===== src/rtl/forth_defs.svh =====
// sizes and widths of the forth front end
// token length, dictionary depth, FIFO depth and datapath widths
`ifndef FORTH_DEFS_SVH
`define FORTH_DEFS_SVH

// token buffer
`define FORTH_TOK_CHARS  8      // max chars stored per token
`define FORTH_CHAR_W     8      // one ascii char
`define FORTH_LEN_W      4      // holds 0..8

// dictionary
`define FORTH_DICT_DEPTH 16     // rom entries
`define FORTH_DICT_AW    4      // rom address width
`define FORTH_XT_W       16     // execution token

// FIFO between scanner and interpreter
`define FORTH_FIFO_DEPTH 4

// data cell
`define FORTH_CELL_W     32

`endif // FORTH_DEFS_SVH

===== src/dict.hex =====
// len (1 digit) | name (16 digits, last char first, unused bytes 0) | xt (4 digits)
// address 0 is the oldest entry, 15 the newest, len 0 marks an empty slot
300000000007075640010
400000000706f72640011
400000000706177730012
4000000007265766f0013
1000000000000002b0020
40000000074696d650021
8746e6174736e6f630030
000000000000000000000
20000000000002b310022
1000000000000002e0023
000000000000000000000
200000000000072630024
3000000000070756400c0
30000000000746f720014
000000000000000000000
3000000000065796200ff


===== src/rtl/forth_pkg.sv =====
// shared types of the forth front end
// vector typedefs, token/dictionary/result structs, result and FSM enums
`include "forth_defs.svh"

package forth_pkg;

    typedef logic [`FORTH_CHAR_W-1:0]        char_t;       // one character
    typedef logic [`FORTH_LEN_W-1:0]         tok_len_t;    // 1..8 in a real token
    typedef logic [`FORTH_XT_W-1:0]          xt_t;         // execution token
    typedef logic signed [`FORTH_CELL_W-1:0] cell_t;       // data cell
    typedef logic [`FORTH_DICT_AW-1:0]       dict_addr_t;  // rom address

    // first char in the lowest byte, unused bytes zero
    typedef logic [`FORTH_TOK_CHARS*`FORTH_CHAR_W-1:0] name_t;

    typedef struct packed {
        tok_len_t len;        // stored chars, saturates at 8
        logic     too_long;   // more than 8 chars were seen
        name_t    name;
    } token_t;

    // one line of dict.hex, len zero marks an empty slot
    typedef struct packed {
        tok_len_t len;
        name_t    name;
        xt_t      xt;
    } dict_entry_t;

    typedef enum logic [1:0] {
        RES_EXEC  = 2'd0,   // dictionary word
        RES_PUSH  = 2'd1,   // number
        RES_UNDEF = 2'd2,
        RES_LONG  = 2'd3    // token over 8 chars
    } res_kind_e;

    typedef struct packed {
        res_kind_e kind;
        xt_t       xt;      // RES_EXEC only
        cell_t     value;   // RES_PUSH only
    } result_t;

    typedef enum logic [2:0] {
        O_IDLE, O_FIND, O_PARSE, O_EMIT, O_DONE
    } outer_state_e;

endpackage


===== src/rtl/forth_outer_top.sv =====
// forth front end top
// scanner -> token FIFO -> outer interpreter, plus the dictionary ROM
`timescale 1ns/1ps
`include "forth_defs.svh"

module forth_outer_top (
    input  logic                clk,
    input  logic                rst_n,
    input  logic                cin_req,
    input  forth_pkg::char_t    cin_char,
    output logic                cin_ack,
    output logic                res_req,
    output forth_pkg::result_t  res,
    input  logic                res_ack
);
    import forth_pkg::*;

    logic        push_req, push_ack;   // scanner to FIFO
    token_t      push_tok;
    logic        pop_req, pop_ack;     // FIFO to interpreter
    token_t      pop_tok;
    dict_addr_t  rom_addr;             // finder read port
    dict_entry_t rom_entry;

    tib_scanner u_scanner (
        .clk, .rst_n,
        .cin_req, .cin_char, .cin_ack,
        .push_req, .push_tok, .push_ack
    );

    token_fifo #(
        .DEPTH (`FORTH_FIFO_DEPTH)
    ) u_fifo (
        .clk, .rst_n,
        .push_req, .push_tok, .push_ack,
        .pop_req, .pop_tok, .pop_ack
    );

    outer_interp u_interp (
        .clk, .rst_n,
        .pop_req, .pop_tok, .pop_ack,
        .res_req, .res, .res_ack,
        .rom_addr, .rom_entry
    );

    dict_rom u_rom (
        .clk,
        .rom_addr, .rom_entry
    );

endmodule


===== src/rtl/outer_interp.sv =====
// outer interpreter
// pops tokens, runs find then number parse, sends one result per token
`timescale 1ns/1ps

module outer_interp (
    input  logic                   clk,
    input  logic                   rst_n,
    input  logic                   pop_req,
    input  forth_pkg::token_t      pop_tok,
    output logic                   pop_ack,
    output logic                   res_req,
    output forth_pkg::result_t     res,
    input  logic                   res_ack,
    output forth_pkg::dict_addr_t  rom_addr,
    input  forth_pkg::dict_entry_t rom_entry
);
    import forth_pkg::*;

    outer_state_e state;
    outer_state_e state_d;
    token_t       tok_q;       // token being interpreted
    logic         take;        // new token offered
    logic         fnd_en, fnd_bsy, fnd_hit, fnd_done;
    xt_t          fnd_xt;
    logic         num_en, num_bsy, num_ok, num_done;
    cell_t        num_value;

    assign take     = pop_req && !pop_ack;
    // en is a one-cycle pulse, bsy rises the cycle after it
    assign fnd_done = !fnd_en && !fnd_bsy;
    assign num_done = !num_en && !num_bsy;

    dict_finder u_finder (
        .clk, .rst_n,
        .en        (fnd_en),
        .tok       (tok_q),
        .bsy       (fnd_bsy),
        .hit       (fnd_hit),
        .xt        (fnd_xt),
        .rom_addr  (rom_addr),
        .rom_entry (rom_entry)
    );

    number_parser u_parser (
        .clk, .rst_n,
        .en    (num_en),
        .tok   (tok_q),
        .bsy   (num_bsy),
        .ok    (num_ok),
        .value (num_value)
    );

    always_comb begin
        state_d = state;
        case (state)
            O_IDLE:  if (take)     state_d = pop_tok.too_long ? O_EMIT : O_FIND;
            O_FIND:  if (fnd_done) state_d = fnd_hit ? O_EMIT : O_PARSE;
            O_PARSE: if (num_done) state_d = O_EMIT;
            O_EMIT:  if (res_ack)  state_d = O_DONE;
            O_DONE:  if (!res_ack) state_d = O_IDLE;   // res back at rest
            default: state_d = O_IDLE;
        endcase
    end

    always_ff @(posedge clk or negedge rst_n) begin
        if (!rst_n) begin
            state   <= O_IDLE;
            pop_ack <= 1'b0;
            res_req <= 1'b0;
            fnd_en  <= 1'b0;
            num_en  <= 1'b0;
        end else begin
            state  <= state_d;
            fnd_en <= (state == O_IDLE) && (state_d == O_FIND);
            num_en <= (state == O_FIND) && (state_d == O_PARSE);

            if ((state == O_IDLE) && take)
                pop_ack <= 1'b1;
            else if (pop_ack && !pop_req)
                pop_ack <= 1'b0;

            if ((state != O_EMIT) && (state_d == O_EMIT))
                res_req <= 1'b1;                // res loads on the same edge
            else if ((state == O_EMIT) && res_ack)
                res_req <= 1'b0;
        end
    end

    // token and result payload
    always_ff @(posedge clk) begin
        case (state)
            O_IDLE: if (take) begin
                tok_q <= pop_tok;
                if (pop_tok.too_long)
                    res <= '{kind: RES_LONG, xt: '0, value: '0};
            end
            O_FIND: if (fnd_done && fnd_hit)
                res <= '{kind: RES_EXEC, xt: fnd_xt, value: '0};
            O_PARSE: if (num_done) begin
                if (num_ok)
                    res <= '{kind: RES_PUSH, xt: '0, value: num_value};
                else
                    res <= '{kind: RES_UNDEF, xt: '0, value: '0};
            end
            default: ;
        endcase
    end

    a_res_stable: assert property (@(posedge clk) disable iff (!rst_n)
        res_req |=> !res_req || $stable(res));

endmodule


===== src/rtl/number_parser.sv =====
// signed decimal parser
// one char per cycle plus a finishing cycle, wraps modulo 2^32
`timescale 1ns/1ps

module number_parser (
    input  logic              clk,
    input  logic              rst_n,
    input  logic              en,
    input  forth_pkg::token_t tok,
    output logic              bsy,
    output logic              ok,
    output forth_pkg::cell_t  value
);
    import forth_pkg::*;

    tok_len_t idx;        // char position
    char_t    ch;         // char at idx
    logic     is_digit;
    logic     neg;        // leading minus seen
    logic     seen;       // at least one digit
    logic     bad;        // any char that is not allowed
    cell_t    acc;

    assign ch       = tok.name[{idx[2:0], 3'b000} +: 8];
    assign is_digit = (ch >= 8'h30) && (ch <= 8'h39);     // '0'..'9'

    always_ff @(posedge clk or negedge rst_n) begin
        if (!rst_n) begin
            bsy   <= 1'b0;
            ok    <= 1'b0;
            value <= '0;
            idx   <= '0;
            neg   <= 1'b0;
            seen  <= 1'b0;
            bad   <= 1'b0;
            acc   <= '0;
        end else if (!bsy) begin
            if (en) begin
                bsy  <= 1'b1;
                ok   <= 1'b0;
                idx  <= '0;
                neg  <= 1'b0;
                seen <= 1'b0;
                bad  <= 1'b0;
                acc  <= '0;
            end
        end else if (idx < tok.len) begin
            idx <= idx + 1'b1;
            if (is_digit) begin
                // acc*10 + digit, upper bits fall off
                acc  <= (acc <<< 3) + (acc <<< 1) + cell_t'(ch - 8'h30);
                seen <= 1'b1;
            end else if ((ch == 8'h2D) && (idx == '0)) begin
                neg <= 1'b1;              // minus only in front
            end else begin
                bad <= 1'b1;
            end
        end else begin
            bsy   <= 1'b0;
            ok    <= seen && !bad;
            value <= neg ? -acc : acc;
        end
    end

endmodule


===== src/rtl/dict_finder.sv =====
// dictionary finder
// walks the ROM from the newest entry down and matches length and name
`timescale 1ns/1ps
`include "forth_defs.svh"

module dict_finder (
    input  logic                   clk,
    input  logic                   rst_n,
    input  logic                   en,
    input  forth_pkg::token_t      tok,
    output logic                   bsy,
    output logic                   hit,
    output forth_pkg::xt_t         xt,
    output forth_pkg::dict_addr_t  rom_addr,
    input  forth_pkg::dict_entry_t rom_entry
);
    import forth_pkg::*;

    dict_addr_t addr;     // entry under test
    logic       phase;    // 0 rom read in flight, 1 entry valid
    logic       match;

    assign rom_addr = addr;

    // empty slots have len 0 and never match
    assign match = (rom_entry.len != '0) &&
                   (rom_entry.len == tok.len) &&
                   (rom_entry.name == tok.name);

    always_ff @(posedge clk or negedge rst_n) begin
        if (!rst_n) begin
            bsy   <= 1'b0;
            hit   <= 1'b0;
            xt    <= '0;
            addr  <= '0;
            phase <= 1'b0;
        end else if (!bsy) begin
            if (en) begin
                bsy   <= 1'b1;
                hit   <= 1'b0;
                xt    <= '0;
                addr  <= dict_addr_t'(`FORTH_DICT_DEPTH - 1);   // newest first
                phase <= 1'b0;
            end
        end else if (!phase) begin
            phase <= 1'b1;                // rom samples addr on this edge
        end else if (match) begin
            bsy <= 1'b0;                  // first match wins
            hit <= 1'b1;
            xt  <= rom_entry.xt;
        end else if (addr == '0) begin
            bsy <= 1'b0;                  // oldest entry checked, miss
        end else begin
            addr  <= addr - 1'b1;
            phase <= 1'b0;
        end
    end

endmodule


===== src/rtl/dict_rom.sv =====
// dictionary ROM, registered read, contents from dict.hex
`timescale 1ns/1ps
`include "forth_defs.svh"

module dict_rom (
    input  logic                   clk,
    input  forth_pkg::dict_addr_t  rom_addr,
    output forth_pkg::dict_entry_t rom_entry
);
    import forth_pkg::*;

    // higher address = newer definition
    dict_entry_t rom [`FORTH_DICT_DEPTH];

    initial begin
        $readmemh("/design/src/dict.hex", rom);   // one 21-digit entry per line
    end

    // data shows up one cycle after the address
    always_ff @(posedge clk) begin
        rom_entry <= rom[rom_addr];
    end

endmodule


===== src/rtl/token_fifo.sv =====
// token FIFO
// circular buffer with a four-phase push side and a four-phase pop side
`timescale 1ns/1ps
`include "forth_defs.svh"

module token_fifo #(
    parameter int DEPTH = `FORTH_FIFO_DEPTH
) (
    input  logic              clk,
    input  logic              rst_n,
    input  logic              push_req,
    input  forth_pkg::token_t push_tok,
    output logic              push_ack,
    output logic              pop_req,
    output forth_pkg::token_t pop_tok,
    input  logic              pop_ack
);
    import forth_pkg::*;

    localparam int PTR_W = (DEPTH > 1) ? $clog2(DEPTH) : 1;
    localparam int CNT_W = $clog2(DEPTH + 1);

    token_t           mem [DEPTH];
    logic [PTR_W-1:0] wr_ptr;
    logic [PTR_W-1:0] rd_ptr;
    logic [CNT_W-1:0] count;     // tokens stored
    logic             full;
    logic             wr_en;     // push accepted this cycle
    logic             rd_en;     // head taken by the interpreter

    function automatic logic [PTR_W-1:0] ptr_inc(input logic [PTR_W-1:0] p);
        return (p == PTR_W'(DEPTH - 1)) ? '0 : p + 1'b1;   // wrap for any depth
    endfunction

    assign full    = (count == CNT_W'(DEPTH));
    assign wr_en   = push_req && !push_ack && !full;
    assign rd_en   = pop_req && pop_ack;
    assign pop_tok = mem[rd_ptr];     // head slot, untouched until rd_en

    always_ff @(posedge clk) begin
        if (wr_en)
            mem[wr_ptr] <= push_tok;
    end

    always_ff @(posedge clk or negedge rst_n) begin
        if (!rst_n) begin
            wr_ptr   <= '0;
            rd_ptr   <= '0;
            count    <= '0;
            push_ack <= 1'b0;
            pop_req  <= 1'b0;
        end else begin
            // push sequencer, ack held low while full
            if (wr_en) begin
                wr_ptr   <= ptr_inc(wr_ptr);
                push_ack <= 1'b1;
            end else if (push_ack && !push_req) begin
                push_ack <= 1'b0;
            end

            // pop sequencer, next req only after ack has fallen
            if (rd_en) begin
                rd_ptr  <= ptr_inc(rd_ptr);
                pop_req <= 1'b0;
            end else if (!pop_req && !pop_ack && (count != '0)) begin
                pop_req <= 1'b1;
            end

            case ({wr_en, rd_en})
                2'b10:   count <= count + 1'b1;
                2'b01:   count <= count - 1'b1;
                default: count <= count;
            endcase
        end
    end

    a_no_write_full: assert property (@(posedge clk) disable iff (!rst_n)
        $rose(push_ack) |-> $past(count) != CNT_W'(DEPTH));

endmodule


===== src/rtl/tib_scanner.sv =====
// character scanner
// cuts the input stream into whitespace-delimited tokens and pushes them out
`timescale 1ns/1ps
`include "forth_defs.svh"

module tib_scanner (
    input  logic              clk,
    input  logic              rst_n,
    input  logic              cin_req,
    input  forth_pkg::char_t  cin_char,
    output logic              cin_ack,
    output logic              push_req,
    output forth_pkg::token_t push_tok,
    input  logic              push_ack
);
    import forth_pkg::*;

    token_t     cur;          // token under assembly
    logic       is_delim;     // space or newline
    logic       push_idle;    // push link back at rest
    logic       ends_tok;     // delimiter closes a non-empty token
    logic       take;         // char accepted this cycle
    logic [5:0] wr_bit;       // bit offset of next char in name

    assign is_delim  = (cin_char == 8'h20) || (cin_char == 8'h0A);
    assign push_idle = !push_req && !push_ack;
    assign ends_tok  = is_delim && (cur.len != '0);
    // closing delimiter waits for a free push link, that is the back pressure
    assign take      = cin_req && !cin_ack && (!ends_tok || push_idle);
    assign wr_bit    = {cur.len[2:0], 3'b000};

    always_ff @(posedge clk or negedge rst_n) begin
        if (!rst_n) begin
            cin_ack  <= 1'b0;
            push_req <= 1'b0;
            cur      <= '0;
        end else begin
            if (take) begin
                cin_ack <= 1'b1;
                if (ends_tok) begin
                    push_req <= 1'b1;           // ack and req rise together
                    cur      <= '0;             // unused bytes must read zero
                end else if (!is_delim) begin
                    if (cur.len < tok_len_t'(`FORTH_TOK_CHARS)) begin
                        cur.name[wr_bit +: 8] <= cin_char;
                        cur.len               <= cur.len + 1'b1;
                    end else begin
                        cur.too_long <= 1'b1;   // ninth char onward is dropped
                    end
                end
                // extra delimiters between tokens are just acked
            end else if (cin_ack && !cin_req) begin
                cin_ack <= 1'b0;                // phase 4 on cin
            end

            if (push_req && push_ack)
                push_req <= 1'b0;               // FIFO took it
        end
    end

    // outgoing token, held for the whole push handshake
    always_ff @(posedge clk) begin
        if (take && ends_tok)
            push_tok <= cur;
    end

    a_push_tok_stable: assert property (@(posedge clk) disable iff (!rst_n)
        push_req |=> !push_req || $stable(push_tok));

endmodule


===== config.mk =====
export PLATFORM = sky130hd
export DESIGN_NAME = forth_outer_top
export DESIGN_NICKNAME = d
export VERILOG_FILES = /design/src/rtl/forth_pkg.sv /design/src/rtl/forth_outer_top.sv /design/src/rtl/outer_interp.sv /design/src/rtl/number_parser.sv /design/src/rtl/dict_finder.sv /design/src/rtl/dict_rom.sv /design/src/rtl/token_fifo.sv /design/src/rtl/tib_scanner.sv
export VERILOG_INCLUDE_DIRS = /design/src /design/src/rtl
export SDC_FILE = /design/constraint.sdc
export NUM_CORES = 1
export LEC_CHECK = 0
export BUFFER_PORTS_ARGS = -buffer_cell sky130_fd_sc_hd__clkbuf_2
export CAP_MARGIN = 20
export CORE_ASPECT_RATIO = 1.5
export CORE_MARGIN = 8
export CORE_UTILIZATION = 55
export DETAILED_ROUTE_END_ITERATION = 6
export PLACE_DENSITY_LB_ADDON = 0.25
export SETUP_SLACK_MARGIN = 0.15
export SKIP_CTS_REPAIR_TIMING = 1
export SYNTH_ARGS = -nofsm -noshare
export SYNTH_HDL_FRONTEND = slang
export SYNTH_SLANG_ARGS = --single-unit

===== constraint.sdc =====
create_clock -name clk -period 13 [get_ports clk]
set_input_delay 1.95 -clock clk [delete_from_list [all_inputs] [get_ports clk]]
set_output_delay 1.95 -clock clk [all_outputs]
set_load 0.01 [all_outputs]

After elaboration in Yosys (flattened, before gate mapping)
Memory sizes are Yosys's and may differ from the RTL's.
Cells that the tools add are included.
{"block": "totals", "ff_bits": 454, "latchBits": 0, "ramBits": 276, "romBits": 0, "out_inout_bits": 52, "elab_cells": 253, "memories": 1}
{"name": "u_fifo.mem", "words": 4, "word_bits": 69, "read_ports": 1, "rd_clocked_by_memory_dff": 0, "wr": 1, "line": "token_fifo.sv:23", "rtl": "token_t mem [DEPTH];"}
{"block": "op_classes", "addsub": 12, "multipliers": 0, "div": 0, "n_lt_le_gt_ge": 4, "n_eq_ne": 34, "shifts": 3, "n_mux": 85, "n_bitwise": 1, "n_reduce_logical": 74}
{"op": "2-to-1 mux 50 bit", "n": 5}
{"op": "2-to-1 mux 32 bit", "n": 5}
{"op": "one-hot mux 50 bit (3 select lines)", "n": 1}
{"op": "2-to-1 mux 69 bit", "n": 2}
{"op": "bitwise mux 64 bit", "n": 1}
{"op": "== test 64 bit", "n": 1}
{"op": "2-to-1 mux 16 bit", "n": 4}
{"op": "2-to-1 mux 64 bit", "n": 1}
{"op": "variable shift 8 x 8 -> 64 bit, first input constant", "n": 1}
{"op": "variable part select 64 x 7 -> 8 bit", "n": 1}
{"op": "variable part select 8 x 8 -> 64 bit", "n": 1}
{"op": "2-to-1 mux 1 bit", "n": 47}
{"op": "2-to-1 mux 4 bit", "n": 9}
{"op": "adder 32 bit", "n": 1}
{"op": "adder 32 x 9 -> 32 bit", "n": 1}
{"op": "negator 32 bit", "n": 1}
{"op": "logical AND 1 bit", "n": 28}
{"op": "nonzero test 2 bit", "n": 11}
{"op": "inequality test 2 x 1 -> 1 bit, second input constant", "n": 9}
{"op": "== test 8 x 6 -> 1 bit, second input constant", "n": 2}
{"op": "2-to-1 mux 3 bit", "n": 5}
{"op": "one-hot mux 3 bit (5 select lines)", "n": 1}
{"op": "inequality test 2 bit, second input constant", "n": 7}
{"op": "zero test 1 bit", "n": 13}
{"op": "other kinds (31)", "n": 55}

Longest topological paths before layout
Gate-level depths: netlist of run 1.
{"block": "depth", "word_depth": 8, "depth_mapped": 18, "mapped_depth_nobuf": 15}

Cells and area by module
Synthesis of run 1 repeated with hierarchy kept, for this count alone.
{"block": "hier_totals", "hier_cells": 1973, "area_unflattened_um2": 29062.9}
{"mod": "token_fifo", "instances": 1, "cells_per_inst": 406, "area_each_um2": 10437.5, "seq_area_each_um2": 8513.2}
{"mod": "number_parser", "instances": 1, "cells_per_inst": 643, "area_each_um2": 6140.9, "seq_area_each_um2": 1826.8}
{"mod": "tib_scanner", "instances": 1, "cells_per_inst": 370, "area_each_um2": 5440.2, "seq_area_each_um2": 3848.7}
{"mod": "outer_interp", "instances": 1, "cells_per_inst": 218, "area_each_um2": 4326.6, "seq_area_each_um2": 3748.6}
{"mod": "dict_finder", "instances": 1, "cells_per_inst": 251, "area_each_um2": 2083.2, "seq_area_each_um2": 575.6}
{"mod": "dict_rom", "instances": 1, "cells_per_inst": 85, "area_each_um2": 634.4, "seq_area_each_um2": 0.0}

Worst setup path before layout of run 1
No wires, ideal clock.
{"block": "synth_timing", "kind": "register -> register", "startpoint": "reg u_interp.state[1]", "endpoint": "reg u_interp.res[0] (netlist name)", "t_arrival_ps": 8757, "t_required_ps": 12525, "setup_slack_ps": 3768, "stages_incl_launch_ff": 5, "n_path_buf": 0, "path_cell_list": "dfrtp_1 nor3b_1 nor3b_1 a211oi_1 o21ai_0"}
{"block": "synth_between", "elab_chain_len": 3, "elab_cells_between_ends": 9, "classes_between": "eq/ne (6); reduce/logical (3)"}
{"item": "start, declared", "line": "outer_interp.sv:19", "rtl": "outer_state_e state;"}
{"item": "start signal, assigned", "line": "outer_interp.sv:73", "rtl": "state <= state_d;"}
{"item": "== test 3 x 1 -> 1 bit, or another cell as far along", "line": "outer_interp.sv:91", "rtl": "case (state)"}
{"item": "inequality test 2 bit (no line), or another cell as far along"}
{"item": "AND reduction 5 bit (no line) (*)"}
Every way passes the cells marked *; elsewhere a longest branch is shown, timed or not.
A chain may end at the register's enable or synchronous reset.

Worst setup path in the final report of run 1
{"block": "layout_timing", "startpoint": "reg u_interp.u_parser.idx[0]", "endpoint": "reg u_interp.u_parser.acc[29]"}
{"block": "layout_between", "elab_chain_len": 6, "elab_cells_between_ends": 13, "classes_between": "add/sub (2); order compare (3); eq/ne (2); shift (1); mux (3); reduce/logical (2)"}
{"item": "start, declared", "line": "number_parser.sv:16", "rtl": "tok_len_t idx;"}
{"item": "start signal, assigned", "line": "number_parser.sv:48", "rtl": "idx <= idx + 1'b1;"}
{"item": "variable part select 64 x 7 -> 8 bit", "line": "number_parser.sv:24", "rtl": "assign ch = tok.name[{idx[2:0], 3'b000} +: 8];"}
{"item": "subtractor 8 x 6 -> 9 bit", "line": "number_parser.sv:51", "rtl": "acc <= (acc <<< 3) + (acc <<< 1) + cell_t'(ch - 8'h30);"}
{"item": "adder 32 x 9 -> 32 bit", "line": "number_parser.sv:51"}
{"item": "2-to-1 mux 32 bit", "line": "number_parser.sv:49", "rtl": "if (is_digit) begin"}
{"item": "2-to-1 mux 32 bit", "line": "number_parser.sv:47", "rtl": "end else if (idx < tok.len) begin"}
{"item": "2-to-1 mux 32 bit", "line": "number_parser.sv:37", "rtl": "end else if (!bsy) begin"}
{"item": "end signal, assigned", "line": "number_parser.sv:51"}
{"item": "end, declared", "line": "number_parser.sv:22", "rtl": "cell_t acc;"}
Parallel ways exist; a longest one is shown, timed or not. The select of a mux whose other input is x is not followed.

==> results of run 1 <==
[cell families after synthesis]
kind of cell / after synthesis / share of synthesized area
adder cells (fa/ha/maj): 81 / 0.0476
XOR/XNOR: 61 / 0.0205
AO/OA/AOI/OAI: 302 / 0.0766
multiplexers: 100 / 0.0806
AND/OR/NAND/NOR: 401 / 0.0766
flip-flops: 614 / 0.676
buffers and inverters: 129 / 0.0221
other: 1 / 0.000144
[routing by layer]
| metal | GRT usage | vias up |
|---|---|---|
| li1 | - | 6499 |
| met1 | 0.217 | 7084 |
| met2 | 0.365 | 351 |
| met3 | 0.0239 | 112 |
| met4 | 0.0722 | 0 |
| met5 | 0 | - |
[cell type report]
type,instances,area (µm²)
flip-flops and latches,614,17600
clock buffers,81,1560
inverters,42,158
well taps,594,743
clock inverters,21,206
fillers,3411,18000
multi-input cells,961,7960
repair buffers,73,459
[stage by stage]
step,hold WS [ns],instance area (µm²),util
after detailed placement,0.437,26900,0.575
after global routing,0.465,28700,0.614
after floorplan,0.425,26100,-
after global placement,0.432,26900,0.575
after CTS,0.453,28700,0.613
final,0.449,28700,0.614
[synthesized netlist by cell type, drive strengths merged, types with 9 or more instances]
library cell,n
a21o,19
a21oi,41
a22o,40
a31oi,11
and2,40
and3,9
buf,38
clkbuf,49
dfrtp,167
edfxtp,447
fa,30
ha,51
inv,42
mux2i,9
mux4,86
nand2,169
nand2b,13
nand3,27
nor2,56
nor3,25
nor3b,9
nor4,16
o21ai,115
o31ai,10
xnor2,29
xor2,32
[how the worst max path moves through the flow]
| stage | start | to | slack (ns) | cells after the start |
|---|---|---|---|---|
| 2_1_floorplan | u_interp.state[1] | u_interp.res[0] | 3.77 | 4 |
| 3_5_place_dp | cin_char[7] | u_scanner.cur[54] | 7.26 | 9 |
| 6_report | u_interp.u_parser.idx[0] | u_interp.u_parser.acc[29] | 7.45 | 17 |
| 4_1_cts | u_interp.u_parser.idx[0] | u_interp.u_parser.acc[31] | 7.44 | 17 |
| 5_1_grt | u_interp.u_parser.idx[0] | u_interp.u_parser.acc[31] | 7.00 | 17 |
| 3_3_place_gp | cin_char[2] | u_scanner.cur[50] | 7.44 | 9 |
[power groups by stage]
stage | registers (W) | clock network [W] | logic [W]
global placement | 0.00274 | 0 | 0.00214
floorplan | 0.00266 | 0 | 0.00170
global route | 0.00276 | 0.00167 | 0.00246
CTS | 0.00272 | 0.00160 | 0.00222
detailed placement | 0.00276 | 0 | 0.00220
finish | 0.00271 | 0.00157 | 0.00221
[critical path, stage by stage, from the launching register on]
cell and delay, ns:
dfrtp_1 0.34, buf_4 0.36, mux4_1 0.68, mux2i_1 0.22, inv_1 0.10, ha_1 0.27
nor2_2 0.12, buf_4 0.38, fa_1 0.49, ha_1 0.42, and4_1 0.28, a221oi_1 0.26
o21ai_0 0.12, a31oi_1 0.34, o21ai_0 0.31, a221oi_1 0.43, xor2_1 0.17, o21ai_0 0.09
[registers in the layout, indices dropped and copies added, names as in the netlist, 32 cells and up]
signal	flops
u_fifo.mem	276
u_interp.u_parser.value	32
u_scanner.push_tok	69
u_interp.res	34
u_interp.u_parser.acc	32
u_interp.tok_q	68
u_scanner.cur	69
==> metrics.yaml, run 1 <==
outcome:
  status: "completed"
sta:
  layout_min_cycle_time_ns: 5.55
  max_slew.worst_pin.slew_ns: 1.27
  skew_ns: 0.0180
  timing.final.ws_setup_ns: 7.45
  max_freq_mhz: 180
  finalSetupTns_ns: 0
  final_hold_viol_count: 0
  slew_headroom: 0.155
  fin_crit_sh: 0.427
  setup_viol: 0
  slew_violations: 0
  rsz0062_at_grt: "false"
clock_tree:
  path_clk_slew_ns: 0.07
  cts_tree: "yes"
  numCtsBuffers: 54
  cts_root_buf: "clkbuf_16"
  h-tree-depth: 2
  cts_num_sinks: 614
  clk_path_buf_depth: 3
  clk_latency_ns: 0.59
hold_path:
  min_to: "u_scanner.push_tok[63]"
  hold-path-cell-count: 0
  hp-class: "reg -> reg"
  worst_hold_startpoint: "u_scanner.cur[63]"
yosys:
  synth_top_area_cell: "edfxtp_1"
  synth_area_leaders: "edfxtp_1, dfrtp_1, mux4_2, ha_1, nand2_1"
  synth-seq-cells: 614
  syn_area_um2: 26000
  yosys_warnings: 0
  seq_area_frac_synth: 0.676
  async_flop_share: 0.272
  synth_cells: 1689
  syn_area_per_cell_um2: 15.4
  synthFlopType: "edfxtp_1"
  synth_top_area_frac: 0.515
  synth_edf_count: 447
  synth.distinct_cells: 73
cells_and_area:
  final_nets: 1839
  final_common_cell: "edfxtp_1"
  syn2layout_area_growth_pct: 10.2
  antenna_cells: 0
  final_cell_mix: "edfxtp_1, nand2_1, dfrtp_1"
  stdcell_count: 2386
  drive_above_1_share: 0.153
die:
  coreArea_um2: 46700
  fp-row-count: 97
  dieArea_um2: 54700
  ios: 64
  chipHeight_um: 283
  die_w_um: 194
  start_util: 0.557
worst_setup_path:
  reg2reg_depth: 17
  r2r_slack_ns: 7.45
  cp-end-kind: "flip-flop"
  crit_arrival_ns: 6.02
  path_class: "reg -> reg"
  startpoint_type: "flip-flop"
  required_ns: 13.46
  worstReg2RegEnd: "u_interp.u_parser.acc[29]"
  critPathMaxFanout: 24
  reg2reg_from: "u_interp.u_parser.idx[0]"
route:
  viasPerCell: 5.89
  drt_iter0_markers: 857
  via_count: 14000
  routed.top_layer: "met4"
  drc_errors: 0
  drt-wirelength-per-cell_um: 21.8
  ant_nets: 0
  routed_wl_um: 52000
  wl_met1_um: 19600
  dr_wl_met3_um: 1940
  dr_wl_met2_um: 28700
  first_pass_iters: 5
global_routing:
  grt_pass1_wl_um: 82500
  grt_pass1_vias: 14700
  grt_max_degree: 78
  grt_overflow: 0
  antenna_found_initial: 0
  grtUsageTotal: 0.191
placement:
  place_ws_ns: 7.26
  placedCellCount: 2282
  place_hpwl_um: 35000
  gp_congestion: 0.958
  portBuffers: 47
pwr:
  leakagePower_nw: 10.5
  p_int_w: 0.00427
  seq_power_share: 0.418
  comb_power_share: 0.340
  netSwitchingPower_w: 0.00223
  p_sw_frac: 0.343
  ir_worst_vdd_v: 0.000141
  power_w: 0.00649
  pwr_density_cell_nw_per_um2: 226
  p_clk_frac: 0.242
run:
  max-cap-violations: 0
Note: power is estimated with default switching activity, not from simulation.
==> run 2: changes to the inputs <==
==> constraint.sdc (replaced) <==
create_clock -name clk -period 5.4 [get_ports clk]
set_input_delay 0.81 -clock clk [delete_from_list [all_inputs] [get_ports clk]]
set_output_delay 0.81 -clock clk [all_outputs]
set_load 0.01 [all_outputs]
==> metrics.yaml, run 2 (synthesized netlist as in run 1, its figures left out) <==
cells_and_area:
  stdcell_count: 2393  # +0.29%
  antenna_cells: 0  # unchanged
  reg_top3: "u_fifo.mem x276, u_scanner.cur x69, u_scanner.push_tok x69"
  syn2layout_area_growth_pct: 11.2
  final_nets: 1846  # +0.38%
  regMostFlops: "u_fifo.mem"
  largest_reg_flops: 276  # unchanged
  fin_util: 0.619  # +0.00544
  final_cell_mix: "edfxtp_1, nand2_1, dfrtp_1"
  fill_cells: 3367  # -1.3%
  drive_above_1_share: 0.163  # +0.00997
  final_common_cell: "edfxtp_1"
die:
  chipHeight_um: 283  # unchanged
  coreArea_um2: 46700  # unchanged
  dieArea_um2: 54700  # unchanged
  ios: 64  # unchanged
  die_w_um: 194  # unchanged
  fp-row-count: 97  # unchanged
  start_util: 0.557  # unchanged
pwr:
  p_clk_frac: 0.253  # +0.011
  p_sw_frac: 0.343  # -0.000427
  comb_power_share: 0.338  # -0.002
  ir_worst_vdd_v: 0.000356  # +150%
  leakagePower_nw: 10.7  # +1.1%
  seq_power_share: 0.409  # -0.009
  p_int_w: 0.0106  # +150%
  netSwitchingPower_w: 0.00551  # +150%
  pwr_density_cell_nw_per_um2: 556  # +150%
worst_setup_path:
  critPathMaxFanout: 11  # -54%
  path_class: "reg -> reg"
  path_cells: "mux4_1 > mux2i_1 > inv_1 > ha_1 > nor2_4 > buf_12 > fa_1 > ha_1 > and4_1 > a221oi_1 > o21ai_0 > a31oi_1 > o21ai_0 > a221oi_1 > xor2_1 > o21ai_0"
  startpoint_type: "flip-flop"
  cp-end-kind: "flip-flop"
  required_ns: 5.87  # -7.59 ns
  crit_slowest_cell: "mux4_1"
  cp_common_cell: "o21ai_0"
  crit_arrival_ns: 5.40  # -0.62 ns
  r2r_slack_ns: 0.47  # -6.98 ns
  slowest_delay_ns: 0.62  # -0.06 ns
placement:
  place_hpwl_um: 36600  # +4.6%
  place_ws_ns: 0.308  # -6.95 ns
  gp_congestion: 0.867  # -9.5%
  portBuffers: 47  # unchanged
  placedCellCount: 2284  # +0.088%
global_routing:
  grt_max_degree: 88  # +13%
  antenna_found_initial: 0  # unchanged
  grt_overflow: 0  # unchanged
  grtUsageTotal: 0.204  # +0.0121
  grt_pass1_vias: 14800  # +0.53%
  grt_pass1_wl_um: 86300  # +4.6%
route:
  drt-wirelength-per-cell_um: 23.2  # +6.6%
  ant_nets: 0  # unchanged
  via_count: 14300  # +1.7%
  drc_errors: 0  # unchanged
  drt_iter0_markers: 913  # +6.5%
  routed_wl_um: 55600  # +6.9%
  first_pass_iters: 5  # unchanged
  viasPerCell: 5.97  # +1.4%
clock_tree:
  cts_tree: "yes"
  path_clk_slew_ns: 0.07  # about the same
  clk_latency_ns: 0.60  # about the same
  numCtsBuffers: 55  # +1.9%
  cts_num_sinks: 614  # unchanged
  clk_path_buf_depth: 3  # unchanged
  h-tree-depth: 2  # unchanged
  cts_root_buf: "clkbuf_16"
hold_path:
  hp-class: "in -> async"
sta:
  skew_ns: 0.0281  # +0.0102 ns
  finalSetupTns_ns: 0  # unchanged
  timing.final.ws_setup_ns: 0.466  # -6.98 ns
  fin_crit_sh: 0.914  # +0.486
  slew_violations: 0  # unchanged
  slew_headroom: 0.299  # +0.143
  max_freq_mhz: 203  # +13%
  rsz0062_at_grt: "false"
  final_hold_viol_count: 0  # unchanged
  setup_viol: 0  # unchanged
  layout_min_cycle_time_ns: 4.93  # -0.621 ns
  max_slew.worst_pin.slew_ns: 1.05  # -0.215 ns
  holdWs_ns: 0.244  # -0.206 ns
run:
  max-cap-violations: 0  # unchanged
outcome:
  status: "completed"
## run 2: cell count changes in the layout (fill, tap and decap cells not counted), sizes merged
cell and delta:
clkbuf -12, buf +6, bufinv +5, clkinv +4
clkinvlp +4
## run 2: area by class of cell
cell class / instances / area (µm²) / area share
inverter: 42 / 158 / 0.00545
clock inverter: 34 / 405 / 0.0140
timing repair buffer: 79 / 543 / 0.0188
tap: 594 / 743 / 0.0257
sequential: 614 / 17600 / 0.608
multi-input combinational: 961 / 7980 / 0.276
clock buffer: 69 / 1510 / 0.0522
## run 2: critical path: cells and delay by family (launching register included)
kind            cells  cell delay [ns]
compound gates      6             1.50
xor+xnor            1             0.18
mux                 2             0.83
buf+inv             2             0.26
fa+ha+maj           3             1.11
flops               1             0.48
simple gates        2             0.42
## run 2: power by group through the flow
stage               Sequential [W]  Clock, W  Combinational (W)
floorplan                  0.00639         0            0.00410
global placement           0.00665         0            0.00532
detailed placement         0.00668         0            0.00539
CTS                        0.00659   0.00414            0.00543
global route               0.00667   0.00430            0.00603
finish                     0.00658   0.00406            0.00544
## run 2: metrics by stage
stage | power [W] | instance area, µm²
after global routing | 0.0170 | 28900
after floorplan | 0.0105 | 26100
after global placement | 0.0120 | 26900
after CTS | 0.0162 | 28900
after detailed placement | 0.0121 | 26900
final | 0.0161 | 28900
## run 2: final timing paths
kind	startpoint	end	cells past startpoint
setup / recovery	u_interp.u_parser.idx[0]	u_interp.u_parser.acc[29]	16
hold / removal	rst_n	u_fifo.push_ack	1
setup reg to reg	u_interp.u_parser.idx[0]	u_interp.u_parser.acc[29]	16
hold reg to reg	u_scanner.cur[58]	u_scanner.push_tok[58]	0
max in group asynchronous	rst_n	u_interp.u_parser.value[9]	2
min in group clk	u_scanner.cur[58]	u_scanner.push_tok[58]	0
## run 2: layer usage
metal / GRT usage / wire, µm / vias up
met5: 0 / 0 / -
li1: - / - / 6521
met2: 0.400 / 30900 / 334
met1: 0.226 / 21100 / 7317
met4: 0.0637 / 1600 / 0
met3: 0.0252 / 2070 / 108
